<file path="config.mk">
export PLATFORM = sky130hd
export DESIGN_NAME = cpu_core_top
export DESIGN_NICKNAME = d
export VERILOG_FILES = /design/src/hdl/pipe_pkg.sv /design/src/hdl/instr_fetch.sv /design/src/hdl/decode_regfile.sv /design/src/hdl/execute_alu.sv /design/src/hdl/data_mem.sv /design/src/hdl/trace_unit.sv /design/src/hdl/cpu_core_top.sv
export SDC_FILE = /design/constraint.sdc
export NUM_CORES = 2
export LEC_CHECK = 0
export BUFFER_PORTS_ARGS = -buffer_cell sky130_fd_sc_hd__buf_2
export CORE_MARGIN = 5
export CORE_UTILIZATION = 54
export CTS_CLUSTER_SIZE = 28
export DETAILED_ROUTE_END_ITERATION = 7
export GPL_TIMING_DRIVEN = 1
export PLACE_DENSITY_LB_ADDON = 0.12
export SYNTH_ARGS = -nofsm -noshare
export SYNTH_HDL_FRONTEND = slang
export SYNTH_HIERARCHICAL = 1
export SYNTH_SLANG_ARGS = --single-unit
</file>
<file path="constraint.sdc">
create_clock -name clk -period 6.5 [get_ports clk]
set_clock_uncertainty 0.1 [all_clocks]
set_input_delay 0.65 -clock clk [delete_from_list [all_inputs] [get_ports clk]]
set_output_delay 0.65 -clock clk [all_outputs]
set_load 0.02 [all_outputs]
</file>
<file path="src/hdl/pipe_pkg.sv">
// pipeline core definitions
package pipe_pkg;

    ////////////////////
    // sizes
    ////////////////////
    localparam int xlen        = 16;
    localparam int reg_addr_w  = 3;
    localparam int reg_count   = 8;
    localparam int imem_depth  = 32;
    localparam int imem_addr_w = 5;
    localparam int dmem_depth  = 16;
    localparam int dmem_addr_w = 4;
    localparam int seq_w       = 8;
    localparam int cyc_w       = 16;

    // instruction word: op[15:12] rd[11:9] rs1[8:6] rs2[5:3], imm[5:0]
    typedef enum logic [3:0] {
        op_nop  = 4'd0,
        op_add  = 4'd1,
        op_sub  = 4'd2,
        op_and  = 4'd3,
        op_or   = 4'd4,
        op_xor  = 4'd5,
        op_addi = 4'd6,
        op_ld   = 4'd7,
        op_st   = 4'd8
    } opcode_e;

    ////////////////////
    // stage registers
    ////////////////////
    typedef struct packed {
        logic                   valid;
        logic [imem_addr_w-1:0] pc;
        logic [xlen-1:0]        instr;
    } fetch_t;

    typedef struct packed {
        logic                   valid;
        opcode_e                op;
        logic [reg_addr_w-1:0]  rd;
        logic                   we;
        logic [reg_addr_w-1:0]  rs1;
        // for st this carries the store source register
        logic [reg_addr_w-1:0]  rs2;
        logic [xlen-1:0]        a;
        logic [xlen-1:0]        b;
        logic [xlen-1:0]        imm;
        logic [imem_addr_w-1:0] pc;
    } decode_t;

    typedef struct packed {
        logic                   valid;
        opcode_e                op;
        logic [reg_addr_w-1:0]  rd;
        logic                   we;
        logic [xlen-1:0]        result;
        logic [xlen-1:0]        sdata;
        logic [imem_addr_w-1:0] pc;
    } exec_t;

    typedef struct packed {
        logic                   valid;
        logic [reg_addr_w-1:0]  rd;
        logic                   we;
        logic [xlen-1:0]        result;
        logic [imem_addr_w-1:0] pc;
    } wb_t;

    ////////////////////
    // trace
    ////////////////////
    typedef struct packed {
        logic [seq_w-1:0] seq;
        logic [cyc_w-1:0] fetch_cycle;
    } trace_tag_t;

    typedef struct packed {
        logic [seq_w-1:0]       seq;
        logic [imem_addr_w-1:0] pc;
        logic [reg_addr_w-1:0]  rd;
        logic                   we;
        logic [xlen-1:0]        result;
        logic [cyc_w-1:0]       fetch_cycle;
        logic [cyc_w-1:0]       retire_cycle;
    } retire_t;

endpackage

</file>
<file path="src/hdl/instr_fetch.sv">
// instruction fetch stage
module instr_fetch import pipe_pkg::*; (
    input  logic                   clk,
    input  logic                   rst,
    input  logic                   run,
    input  logic                   stall,
    input  logic                   imem_we,
    input  logic [imem_addr_w-1:0] imem_addr,
    input  logic [xlen-1:0]        imem_wdata,
    output fetch_t                 fetch_out
);

    logic [xlen-1:0]        imem [imem_depth];
    logic [imem_addr_w-1:0] pc;

    // program load port, only open while the core sits in reset
    always_ff @(posedge clk) begin
        if (rst && imem_we) begin
            imem[imem_addr] <= imem_wdata;
        end
    end

    // pc advances on every accepted fetch, wraps at the end of imem
    always_ff @(posedge clk) begin
        if (rst) begin
            pc <= '0;
        end else if (run && !stall) begin
            pc <= pc + 1'b1;
        end
    end

    // fetch/decode register
    // run low gives a bubble, stall keeps the current word for decode
    always_ff @(posedge clk) begin
        if (rst) begin
            fetch_out.valid <= 1'b0;
        end else if (!stall) begin
            fetch_out.valid <= run;
            fetch_out.pc    <= pc;
            fetch_out.instr <= imem[pc];
        end
    end

    // a valid word sits one behind the pc, so a stall has to freeze both together
    a_pc_hold: assert property (@(posedge clk) disable iff (rst)
        fetch_out.valid |-> pc == fetch_out.pc + 1'b1);

endmodule

</file>
<file path="src/hdl/decode_regfile.sv">
// decode stage and register file
module decode_regfile import pipe_pkg::*; (
    input  logic    clk,
    input  logic    rst,
    input  fetch_t  fetch_in,
    input  wb_t     wb_in,
    output logic    stall,
    output decode_t decode_out
);

    logic [xlen-1:0]       regs [reg_count];
    opcode_e               op;
    logic                  we;
    logic                  use_rs1;
    logic                  use_rs2;
    logic [reg_addr_w-1:0] rd;
    logic [reg_addr_w-1:0] rs1;
    logic [reg_addr_w-1:0] rs2;
    logic [reg_addr_w-1:0] src2;
    logic [xlen-1:0]       rdata1;
    logic [xlen-1:0]       rdata2;
    logic [xlen-1:0]       imm;

    ////////////////////
    // field decode
    ////////////////////
    assign rd  = fetch_in.instr[11:9];
    assign rs1 = fetch_in.instr[8:6];
    assign rs2 = fetch_in.instr[5:3];
    assign imm = {{(xlen-6){fetch_in.instr[5]}}, fetch_in.instr[5:0]};

    // st reads its data from the rd field
    assign src2 = (op == op_st) ? rd : rs2;

    always_comb begin
        op      = op_nop;
        we      = 1'b0;
        use_rs1 = 1'b0;
        use_rs2 = 1'b0;
        case (fetch_in.instr[15:12])
            op_add, op_sub, op_and, op_or, op_xor: begin
                op      = opcode_e'(fetch_in.instr[15:12]);
                we      = 1'b1;
                use_rs1 = 1'b1;
                use_rs2 = 1'b1;
            end
            op_addi, op_ld: begin
                op      = opcode_e'(fetch_in.instr[15:12]);
                we      = 1'b1;
                use_rs1 = 1'b1;
            end
            op_st: begin
                op      = op_st;
                use_rs1 = 1'b1;
                use_rs2 = 1'b1;
            end
            // unused encodings fall through as nop
            default: op = op_nop;
        endcase
    end

    ////////////////////
    // register file
    ////////////////////
    always_ff @(posedge clk) begin
        if (rst) begin
            for (int i = 0; i < reg_count; i++) begin
                regs[i] <= '0;
            end
        end else if (wb_in.valid && wb_in.we) begin
            regs[wb_in.rd] <= wb_in.result;
        end
    end

    // write-back lands in the same cycle, so pass it straight through
    always_comb begin
        rdata1 = regs[rs1];
        rdata2 = regs[src2];
        if (wb_in.valid && wb_in.we && wb_in.rd == rs1) begin
            rdata1 = wb_in.result;
        end
        if (wb_in.valid && wb_in.we && wb_in.rd == src2) begin
            rdata2 = wb_in.result;
        end
    end

    // load in execute feeding the word in decode, wait one cycle
    assign stall = fetch_in.valid && decode_out.valid && decode_out.op == op_ld &&
                   ((use_rs1 && decode_out.rd == rs1) || (use_rs2 && decode_out.rd == src2));

    ////////////////////
    // decode/execute register
    ////////////////////
    always_ff @(posedge clk) begin
        if (rst) begin
            decode_out.valid <= 1'b0;
        end else begin
            // stall sends a bubble on while the load moves ahead
            decode_out.valid <= fetch_in.valid && !stall;
        end
    end

    always_ff @(posedge clk) begin
        decode_out.op  <= op;
        decode_out.rd  <= rd;
        decode_out.we  <= we;
        decode_out.rs1 <= rs1;
        decode_out.rs2 <= src2;
        decode_out.a   <= rdata1;
        decode_out.b   <= rdata2;
        decode_out.imm <= imm;
        decode_out.pc  <= fetch_in.pc;
    end

    // the stalled word must still wait in fetch the cycle after
    a_fetch_hold: assert property (@(posedge clk) disable iff (rst)
        stall |=> $stable(fetch_in));

endmodule

</file>
<file path="src/hdl/execute_alu.sv">
// execute stage with forwarding
module execute_alu import pipe_pkg::*; (
    input  logic    clk,
    input  logic    rst,
    input  decode_t decode_in,
    input  exec_t   mem_fwd,
    input  wb_t     wb_fwd,
    output exec_t   exec_out
);

    logic [xlen-1:0] opa;
    logic [xlen-1:0] opb;
    logic [xlen-1:0] alu;

    // youngest result wins, a load in mem has no data yet
    function automatic logic [xlen-1:0] pick(input logic [reg_addr_w-1:0] src,
                                             input logic [xlen-1:0]       rf_val);
        logic [xlen-1:0] val;
        val = rf_val;
        if (wb_fwd.valid && wb_fwd.we && wb_fwd.rd == src) begin
            val = wb_fwd.result;
        end
        if (mem_fwd.valid && mem_fwd.we && mem_fwd.op != op_ld && mem_fwd.rd == src) begin
            val = mem_fwd.result;
        end
        return val;
    endfunction

    assign opa = pick(decode_in.rs1, decode_in.a);
    assign opb = pick(decode_in.rs2, decode_in.b);

    always_comb begin
        case (decode_in.op)
            op_add:                alu = opa + opb;
            op_sub:                alu = opa - opb;
            op_and:                alu = opa & opb;
            op_or:                 alu = opa | opb;
            op_xor:                alu = opa ^ opb;
            // address or immediate sum
            op_addi, op_ld, op_st: alu = opa + decode_in.imm;
            default:               alu = '0;
        endcase
    end

    ////////////////////
    // execute/memory register
    ////////////////////
    always_ff @(posedge clk) begin
        if (rst) begin
            exec_out.valid <= 1'b0;
        end else begin
            exec_out.valid <= decode_in.valid;
        end
    end

    always_ff @(posedge clk) begin
        exec_out.op     <= decode_in.op;
        exec_out.rd     <= decode_in.rd;
        exec_out.we     <= decode_in.we;
        exec_out.result <= alu;
        exec_out.sdata  <= opb;
        exec_out.pc     <= decode_in.pc;
    end

endmodule

</file>
<file path="src/hdl/data_mem.sv">
// memory stage
module data_mem import pipe_pkg::*; (
    input  logic  clk,
    input  logic  rst,
    input  exec_t exec_in,
    output wb_t   wb_out
);

    logic [xlen-1:0]        dmem [dmem_depth];
    logic [dmem_addr_w-1:0] addr;
    logic [xlen-1:0]        rdata;

    // upper address bits are ignored
    assign addr  = exec_in.result[dmem_addr_w-1:0];
    assign rdata = dmem[addr];

    always_ff @(posedge clk) begin
        if (rst) begin
            for (int i = 0; i < dmem_depth; i++) begin
                dmem[i] <= '0;
            end
        end else if (exec_in.valid && exec_in.op == op_st) begin
            dmem[addr] <= exec_in.sdata;
        end
    end

    ////////////////////
    // memory/write-back register
    ////////////////////
    always_ff @(posedge clk) begin
        if (rst) begin
            wb_out.valid <= 1'b0;
        end else begin
            wb_out.valid <= exec_in.valid;
        end
    end

    always_ff @(posedge clk) begin
        wb_out.rd     <= exec_in.rd;
        wb_out.we     <= exec_in.we;
        wb_out.result <= (exec_in.op == op_ld) ? rdata : exec_in.result;
        wb_out.pc     <= exec_in.pc;
    end

endmodule

</file>
<file path="src/hdl/trace_unit.sv">
// retire trace unit
module trace_unit import pipe_pkg::*; (
    input  logic    clk,
    input  logic    rst,
    input  logic    fetch_fire,
    input  logic    stall,
    input  wb_t     wb_in,
    output logic    retire_valid,
    output retire_t retire_rec
);

    logic [cyc_w-1:0] cyc_cnt;
    logic [cyc_w-1:0] hold_cyc;
    logic [seq_w-1:0] seq_cnt;
    logic [seq_w-1:0] exp_seq;
    logic             stall_q;
    trace_tag_t       fetch_tag;
    // decode, execute and memory slots
    trace_tag_t       tag_q [3];

    ////////////////////
    // counters
    ////////////////////
    always_ff @(posedge clk) begin
        if (rst) begin
            cyc_cnt <= '0;
            seq_cnt <= '0;
            stall_q <= 1'b0;
        end else begin
            cyc_cnt <= cyc_cnt + 1'b1;
            stall_q <= stall;
            // numbers are handed out only when decode takes the word
            if (fetch_fire && !stall) begin
                seq_cnt <= seq_cnt + 1'b1;
            end
        end
    end

    // a stalled word keeps the cycle it first showed up in fetch
    always_ff @(posedge clk) begin
        if (stall) begin
            hold_cyc <= cyc_cnt;
        end
    end

    assign fetch_tag.seq         = seq_cnt;
    assign fetch_tag.fetch_cycle = stall_q ? hold_cyc : cyc_cnt;

    ////////////////////
    // tag pipeline
    ////////////////////
    // slots follow the stage registers, bubbles carry stale tags
    // which wb_in.valid masks out at the end
    always_ff @(posedge clk) begin
        tag_q[0] <= fetch_tag;
        tag_q[1] <= tag_q[0];
        tag_q[2] <= tag_q[1];
    end

    ////////////////////
    // retire record
    ////////////////////
    always_ff @(posedge clk) begin
        if (rst) begin
            retire_valid <= 1'b0;
        end else begin
            retire_valid <= wb_in.valid;
        end
    end

    always_ff @(posedge clk) begin
        retire_rec.seq          <= tag_q[2].seq;
        retire_rec.pc           <= wb_in.pc;
        retire_rec.rd           <= wb_in.rd;
        retire_rec.we           <= wb_in.we;
        retire_rec.result       <= wb_in.result;
        retire_rec.fetch_cycle  <= tag_q[2].fetch_cycle;
        // record is seen one cycle after write-back
        retire_rec.retire_cycle <= cyc_cnt + 1'b1;
    end

    // next seq expected at retire
    always_ff @(posedge clk) begin
        if (rst) begin
            exp_seq <= '0;
        end else if (retire_valid) begin
            exp_seq <= exp_seq + 1'b1;
        end
    end

    // tags and stage valids must stay in step through every stall
    a_seq_order: assert property (@(posedge clk) disable iff (rst)
        retire_valid |-> retire_rec.seq == exp_seq);

endmodule

</file>
<file path="src/hdl/cpu_core_top.sv">
// five stage core top level
module cpu_core_top import pipe_pkg::*; (
    input  logic                   clk,
    input  logic                   rst,
    input  logic                   run,
    input  logic                   imem_we,
    input  logic [imem_addr_w-1:0] imem_addr,
    input  logic [xlen-1:0]        imem_wdata,
    output logic                   retire_valid,
    output retire_t                retire_rec
);

    fetch_t  fetch_q;
    decode_t decode_q;
    exec_t   exec_q;
    wb_t     wb_q;
    logic    stall;
    logic    fetch_fire;

    // a valid word in the fetch register is a fetch for the trace
    assign fetch_fire = fetch_q.valid;

    ////////////////////
    // pipeline stages
    ////////////////////
    instr_fetch instr_fetch_inst (
        .clk        (clk),
        .rst        (rst),
        .run        (run),
        .stall      (stall),
        .imem_we    (imem_we),
        .imem_addr  (imem_addr),
        .imem_wdata (imem_wdata),
        .fetch_out  (fetch_q)
    );

    decode_regfile decode_regfile_inst (
        .clk        (clk),
        .rst        (rst),
        .fetch_in   (fetch_q),
        .wb_in      (wb_q),
        .stall      (stall),
        .decode_out (decode_q)
    );

    // memory and write-back registers loop back for forwarding
    execute_alu execute_alu_inst (
        .clk       (clk),
        .rst       (rst),
        .decode_in (decode_q),
        .mem_fwd   (exec_q),
        .wb_fwd    (wb_q),
        .exec_out  (exec_q)
    );

    data_mem data_mem_inst (
        .clk     (clk),
        .rst     (rst),
        .exec_in (exec_q),
        .wb_out  (wb_q)
    );

    ////////////////////
    // trace
    ////////////////////
    trace_unit trace_unit_inst (
        .clk          (clk),
        .rst          (rst),
        .fetch_fire   (fetch_fire),
        .stall        (stall),
        .wb_in        (wb_q),
        .retire_valid (retire_valid),
        .retire_rec   (retire_rec)
    );

endmodule

</file>
==> Yosys cells after proc, flatten, opt, wreduce, memory -nomap -nowiden <==
Memories as Yosys holds them, arrays and structs flattened. A register that Yosys moved wholly into a read port is not among the register bits.
Index checks and enable logic that the tools add are counted.
{ "totals": {"regBits": 224, "word_cells": 135, "ram_bits": 968, "inputBits": 25, "memories": 4, "output_inout_bits": 66} }
{ "memory_table": {"columns": ["name", "words", "width", "rd", "rd_clocked_by_memory_dff", "wr", "line_no", "text"], "rows": [
  ["instr_fetch_inst.imem", 32, 16, 1, 1, 1, "instr_fetch.sv:13", "logic [xlen-1:0] imem [imem_depth];"],
  ["data_mem_inst.dmem", 16, 16, 1, 1, 16, "data_mem.sv:9", "logic [xlen-1:0] dmem [dmem_depth];"],
  ["decode_regfile_inst.regs", 8, 16, 2, 0, 8, "decode_regfile.sv:11", "logic [xlen-1:0] regs [reg_count];"],
  ["trace_unit_inst.tag_q", 3, 24, 3, 1, 3, "trace_unit.sv:19", "trace_tag_t tag_q [3];"]
]} }
{ "op_classes": {"eq_ne": 28, "bitwise_logic": 5, "addsub": 6, "reduce_logical": 27, "muxes": 30} }
{ "ops": {"columns": ["operator", "count"], "rows": [
  ["2-to-1 mux 16 bit", 10],
  ["case mux 16 bit (6 select lines)", 1],
  ["== test 4 x 3 -> 1 bit (second input constant)", 9],
  ["adder 16 bit", 2],
  ["OR reduction 16 bit", 2],
  ["== test 3 bit", 8],
  ["logical AND 1 bit", 18],
  ["adder 16 x 1 -> 16 bit (second input constant)", 1],
  ["AND 16 bit", 1],
  ["== test 4 x 2 -> 1 bit (second input constant)", 4],
  ["== test 4 bit (second input constant)", 4],
  ["OR 16 bit", 1],
  ["subtractor 16 bit", 1],
  ["bitwise XOR 16 bit", 1],
  ["2-to-1 mux 1 bit", 15],
  ["adder 8 x 1 -> 8 bit (second input constant)", 1],
  ["== test 4 x 1 -> 1 bit (second input constant)", 2],
  ["case mux 4 bit (2 select lines)", 1],
  ["OR reduction 8 bit", 1],
  ["OR reduction 7 bit", 1],
  ["2-to-1 mux 3 bit", 2],
  ["OR reduction 6 bit", 1],
  ["adder 5 x 1 -> 5 bit (second input constant)", 1],
  ["2-to-1 mux 4 bit", 1],
  ["other kinds (6)", 7]
]} }

==> Depth between registers and ports, before layout <==
{ "depth": {"depth_word": 11, "mapped_depth": 20} }

==> Cells and area by module <==
The synthesis kept the hierarchy.
{ "by_module_without_submodules": {"columns": ["mod", "n_inst", "cells_each", "area_per_inst_um2", "seq_area_each_um2"], "rows": [
  ["instr_fetch", 1, 941, 20477.1, 16125.5],
  ["data_mem", 1, 874, 12508.2, 8207.9],
  ["decode_regfile", 1, 748, 8552.0, 5004.8],
  ["trace_unit", 1, 291, 4528.1, 3743.6],
  ["execute_alu", 1, 459, 3896.2, 920.9]
]} }

==> Worst setup path after synthesis <==
Ideal clock, no wire load.
{ "synth_path": {"kind": "flip-flop to flip-flop", "start": "register data_mem_inst/wb_out[25] (netlist name)", "end": "register execute_alu_inst/exec_out[35] (netlist name)", "stages_incl_launch_ff": 20, "required_ns": 6.269, "arrival_ns": 4.478, "setup_ns": 0.131, "setup_slack_ns": 1.791, "n_path_buf": 1, "cell_sequence": "dfxtp_1 nand2_1 nor4_2 clkbuf_1 mux2i_1 nor2_1 a21oi_1 inv_1 ha_1 fa_1 a21o_1 a21oi_1 o21bai_1 a21oi_1 o21ai_0 a211oi_1 o21ai_0 a31oi_1 xor2_1 o21ai_0"} }
{ "synth_between": {"elab_chain_cells": 6, "word_cells_on_any_way": 14, "classes_between": "add/sub (3); mux (5); bitwise (3); reduce/logical (3)"} }
{ "synth_rtl": {"columns": ["item", "line_no", "text"], "rows": [
  ["start: declaration", "data_mem.sv:6", "output wb_t wb_out"],
  ["logical AND 1 bit (*)", "execute_alu.sv:20", "if (wb_fwd.valid && wb_fwd.we && wb_fwd.rd == src) begin"],
  ["logical AND 1 bit", "execute_alu.sv:20", null],
  ["2-to-1 mux 16 bit", "execute_alu.sv:20", null],
  ["2-to-1 mux 16 bit", "execute_alu.sv:23", "if (mem_fwd.valid && mem_fwd.we && mem_fwd.op != op_ld && mem_fwd.rd == src) begin"],
  ["adder 16 bit, or another cell as far along", "execute_alu.sv:40", "op_addi, op_ld, op_st: alu = opa + decode_in.imm;"],
  ["case mux 16 bit (6 select lines) (*)", "execute_alu.sv:33", "case (decode_in.op)"],
  ["via execute_alu_inst.alu[14]", "execute_alu.sv:13", "logic [xlen-1:0] alu;"],
  ["end: declaration", "execute_alu.sv:8", "output exec_t exec_out"]
]} }
Mark *: on every way through the listed nets, which the timed path passes. The rest lies on a longest branch.
A chain may end at the register's enable or synchronous reset.

==> Worst setup path in the final report <==
{ "layout_path": {"start": "register data_mem_inst/wb_out[23] (netlist name)", "end": "register execute_alu_inst/exec_out[36] (netlist name)"} }
{ "layout_between": {"elab_chain_cells": 6, "word_cells_on_any_way": 15, "classes_between": "add/sub (3); eq/ne (2); mux (5); bitwise (3); reduce/logical (2)"} }
{ "layout_rtl": {"columns": ["item", "line_no"], "rows": [
  ["== test 3 bit", "execute_alu.sv:20"],
  ["logical AND 1 bit", "execute_alu.sv:20"],
  ["2-to-1 mux 16 bit", "execute_alu.sv:20"],
  ["2-to-1 mux 16 bit", "execute_alu.sv:23"],
  ["adder 16 bit, or another cell as far along", "execute_alu.sv:40"],
  ["case mux 16 bit (6 select lines) (*)", "execute_alu.sv:33"],
  ["via execute_alu_inst.alu[15]", "execute_alu.sv:13"]
]} }
Marked as above.

==> summary.txt <==
Setup path
  – R2R cell count: 19
  – CP required: 6.99 ns
  – FF-to-FF Start: data_mem_inst/wb_out[23]$_DFF_P_
  – CP arrival: 5.67 ns
  – Crit Path Class: register to register
  – Crit path max fanout: 13
  – Reg-to-reg slack, setup: approximately 1.3 ns
  – Crit path capture type: register
  – Setup crit start: data_mem_inst/wb_out[23]$_DFF_P_
  – Critical path endpoint: execute_alu_inst/exec_out[36]$_DFF_P_
  – Capture point of the worst reg-to-reg path: execute_alu_inst/exec_out[36]$_DFF_P_
  – Crit start category: register

Clock network
  – Reg clk slew, reported paths: ~0.060 ns
  – CTS Buf Count: 130
  – H-tree depth: 4
  – Clk root buf: clkbuf_16
  – Post_cts resized: 0
  – Post-CTS Hold Buffers: 0
  – Post-CTS setup repair buffer count: 0
  – CTS tree: yes
  – Maximum root-to-sink buffer count: 3
  – Clk sinks: approximately 1200
  – Clk Latency, worst-skew pair: roughly 0.74 ns

Place
  – Placed instance area: approximately 52000 sq um
  – DP HPWL: approximately 73000 um
  – Placer Congestion: 0.852
  – IO Port Bufs: 90

Yosys
  – Synth Flop Type: edfxtp_1
  – Seq/Total Area, Yosys: 68.1%
  – Syn. warnings: 6
  – Top cells by count, synth: 933 x edfxtp_1, 385 x and2_1, 299 x dfxtp_1
  – Ranking of synthesized cells by area: edfxtp_1 56%, dfxtp_1 12%, mux4_2 6.2%
  – EDFF count, synth: ~930
  – Synthesized cell area: 50000 sq um
  – Cell variety after synth: 80
  – Syn Inst Count: 3313
  – Mapped Nets: between 3000 and 4000
  – Synth Register Bits: 1232
  – FFs w/ async S/R, synth: 0%
  – Most frequent cell after synthesis: edfxtp_1
  – Largest area contributor in the netlist: edfxtp_1
  – Area share of the largest cell type after synthesis: between 50% and 60%
  – Post-Syn Area per Cell: around 15 sq um

STA
  – Pins Over Slew Limit: 0
  – Slew @ Worst Pin: between 1 and 1.5 ns
  – WHS: approximately 0.21 ns
  – RSZ-0062 raised after global routing: false
  – Minimum clock period: between 5 and 6 ns
  – Setup violators final: 0
  – Fin crit share: 79.7%
  – Final Hold Fails: 0
  – Slew HR: ~18%
  – Fin Setup TNS: 0 ns
  – Max Freq: ~190 MHz

Detailed routing
  – Pre-Repair DR Iteration Count: 5
  – Final WL: 119000 um
  – Antenna Violating Nets Remaining: 0
  – DR vias/cell: around 5.9
  – WL/cell: approximately 25 um
  – Residual DRC count: 0
  – Vias: between 20000 and 30000
  – Initial DRC count: between 2000 and 2500

Flow run
  – Maxcap violations: 0

Global route
  – Grt total ovfl: 0
  – Initial antenna violation count: 5
  – Largest net degree at the start of global routing: approximately 100
  – Total track usage: between 20% and 30%
  – Vias in the first global route: between 20000 and 30000
  – First-pass GRT wire length: 180000 um

Finish
  – Fillers: 6856
  – Share of post-route cells with drive strength above 1: between 10% and 20%
  – Area occupied by multi-input gates: around 15000 sq um
  – Register area: around 34000 sq um
  – Fin nets: 3497
  – Syn-to-layout area delta: 12.0%
  – Post-route cell area: 55900 sq um

Die
  – Starting Density: between 50 and 60%
  – Die X: approximately 310 um
  – Core ar.: a little over 90000 sq um
  – I/O Pins: 91
  – Std-Cell Rows: 111
  – Die H: about 310 um
  – Die ar.: around 99000 sq um

Worst hold path
  – Worst hold path type: register to register
  – Hold_sp: trace_unit_inst/tag_q[2][23]$_DFF_P_

Pwr
  – Peak supply drop: between 0.0002 and 0.0003 V
  – Final Power: about 19 mW
  – Leak: about 20 nW
  – Pwr dens: roughly 340 nW/um^2

Status
  – Outcome: complete, no violations
-- per-layer routing --
metal	vias up	wire length [um]	GRT usage, %
li1	12600	-	-
met1	14500	50100	33.4
met2	874	59400	40.4
met3	173	6970	3.78
met4	2	3020	7.51
met5	-	13	0
-- how the worst min path moves through the flow --
stage	end	slack [ns]	depth (start not counted)
2_1_floorplan	data_mem_inst/wb_out[0]$_DFF_P_	0.21	0
3_3_place_gp	trace_unit_inst/tag_q[2][13]$_DFF_P_	0.21	0
3_5_place_dp	data_mem_inst/wb_out[2]$_DFF_P_	0.21	0
4_1_cts	trace_unit_inst/tag_q[1][19]$_DFF_P_	0.21	0
5_1_grt	trace_unit_inst/tag_q[1][19]$_DFF_P_	0.22	0
6_report	trace_unit_inst/retire_rec[64]$_DFF_P_	0.21	0
-- state kept, by name, summed over array words and instances, names as in the netlist, 22 cells and up --
signal	count
data_mem_inst/dmem	256
data_mem_inst/wb_out	26
decode_regfile_inst/decode_out	58
decode_regfile_inst/regs	128
execute_alu_inst/exec_out	46
instr_fetch_inst/fetch_out	22
instr_fetch_inst/imem	512
trace_unit_inst/retire_rec	65
trace_unit_inst/tag_q	72
-- worst max-delay path, stage by stage, from the launching register on --
cell and delay, ns:
dfxtp_1 0.56, xor2_1 0.23, nor4_2 0.28, buf_4 0.26
a221oi_1 0.13, or2_2 0.35, ha_1 0.30, a22oi_1 0.15
o21ai_0 0.17, ha_1 0.33, a21o_1 0.18, a21o_1 0.22
a2111oi_0 0.66, or3_1 0.25, nand3_1 0.12, o2111ai_1 0.16
o21ai_0 0.14, a21oi_1 0.19, xnor2_1 0.14, o221ai_1 0.12
-- stage by stage --
| stage | cells | utilization [%] | setup WS [ns] |
|---|---|---|---|
| after floorplan | 3313 | - | 1.79 |
| after global placement | 4532 | 56.3 | 1.47 |
| after detailed placement | 4532 | 56.3 | 1.44 |
| after CTS | 4772 | 60.9 | 1.40 |
| after global routing | 4772 | 60.9 | 0.932 |
| final | 4774 | 60.9 | 1.32 |
-- final cells by class --
cell class / instances / share of cell area [%]
flip-flops and latches: 1232 / 60.8
multi-input cells: 1843 / 26.5
clock buffers: 182 / 6.61
well taps: 1243 / 2.78
repair buffers: 174 / 1.95
clock inverters: 58 / 1.04
inverters: 40 / 0.268
diodes: 2 / 0.00895
-- where the power goes --
group	internal [mW]	switching (mW)	total, mW	leakage (nW)
Sequential	8.82	0.559	9.38	11.4
Clock	4.22	3.05	7.27	2.08
Combinational	0.903	1.45	2.36	6.28
Total	13.9	5.07	19.0	19.8
-- cells by family after synthesis --
family | after synthesis | synth area share, %
flops | 1232 | 68.1
simple gates | 990 | 10.7
mux | 370 | 11.4
compound gates | 358 | 4.83
buf+inv | 238 | 2.38
xor+xnor | 74 | 1.30
fa+ha+maj | 51 | 1.29
-- layout by cell type (no fill, tap or decap), types with 34 or more instances in the layout --
cell type    n
buf_4       83
nand2_1    209
ha_1        50
inv_1       38
o21ai_0     57
xor2_1      41
buf_2       90
a22oi_1     34
nand3_1     86
a21oi_1     81
and2_1     385
o22ai_1     44
nor2_1     127
mux2i_1    192
dfxtp_1    294
edfxtp_1   933
clkbuf_16  135
mux4_2     138
(Power assumes the default switching activity.)
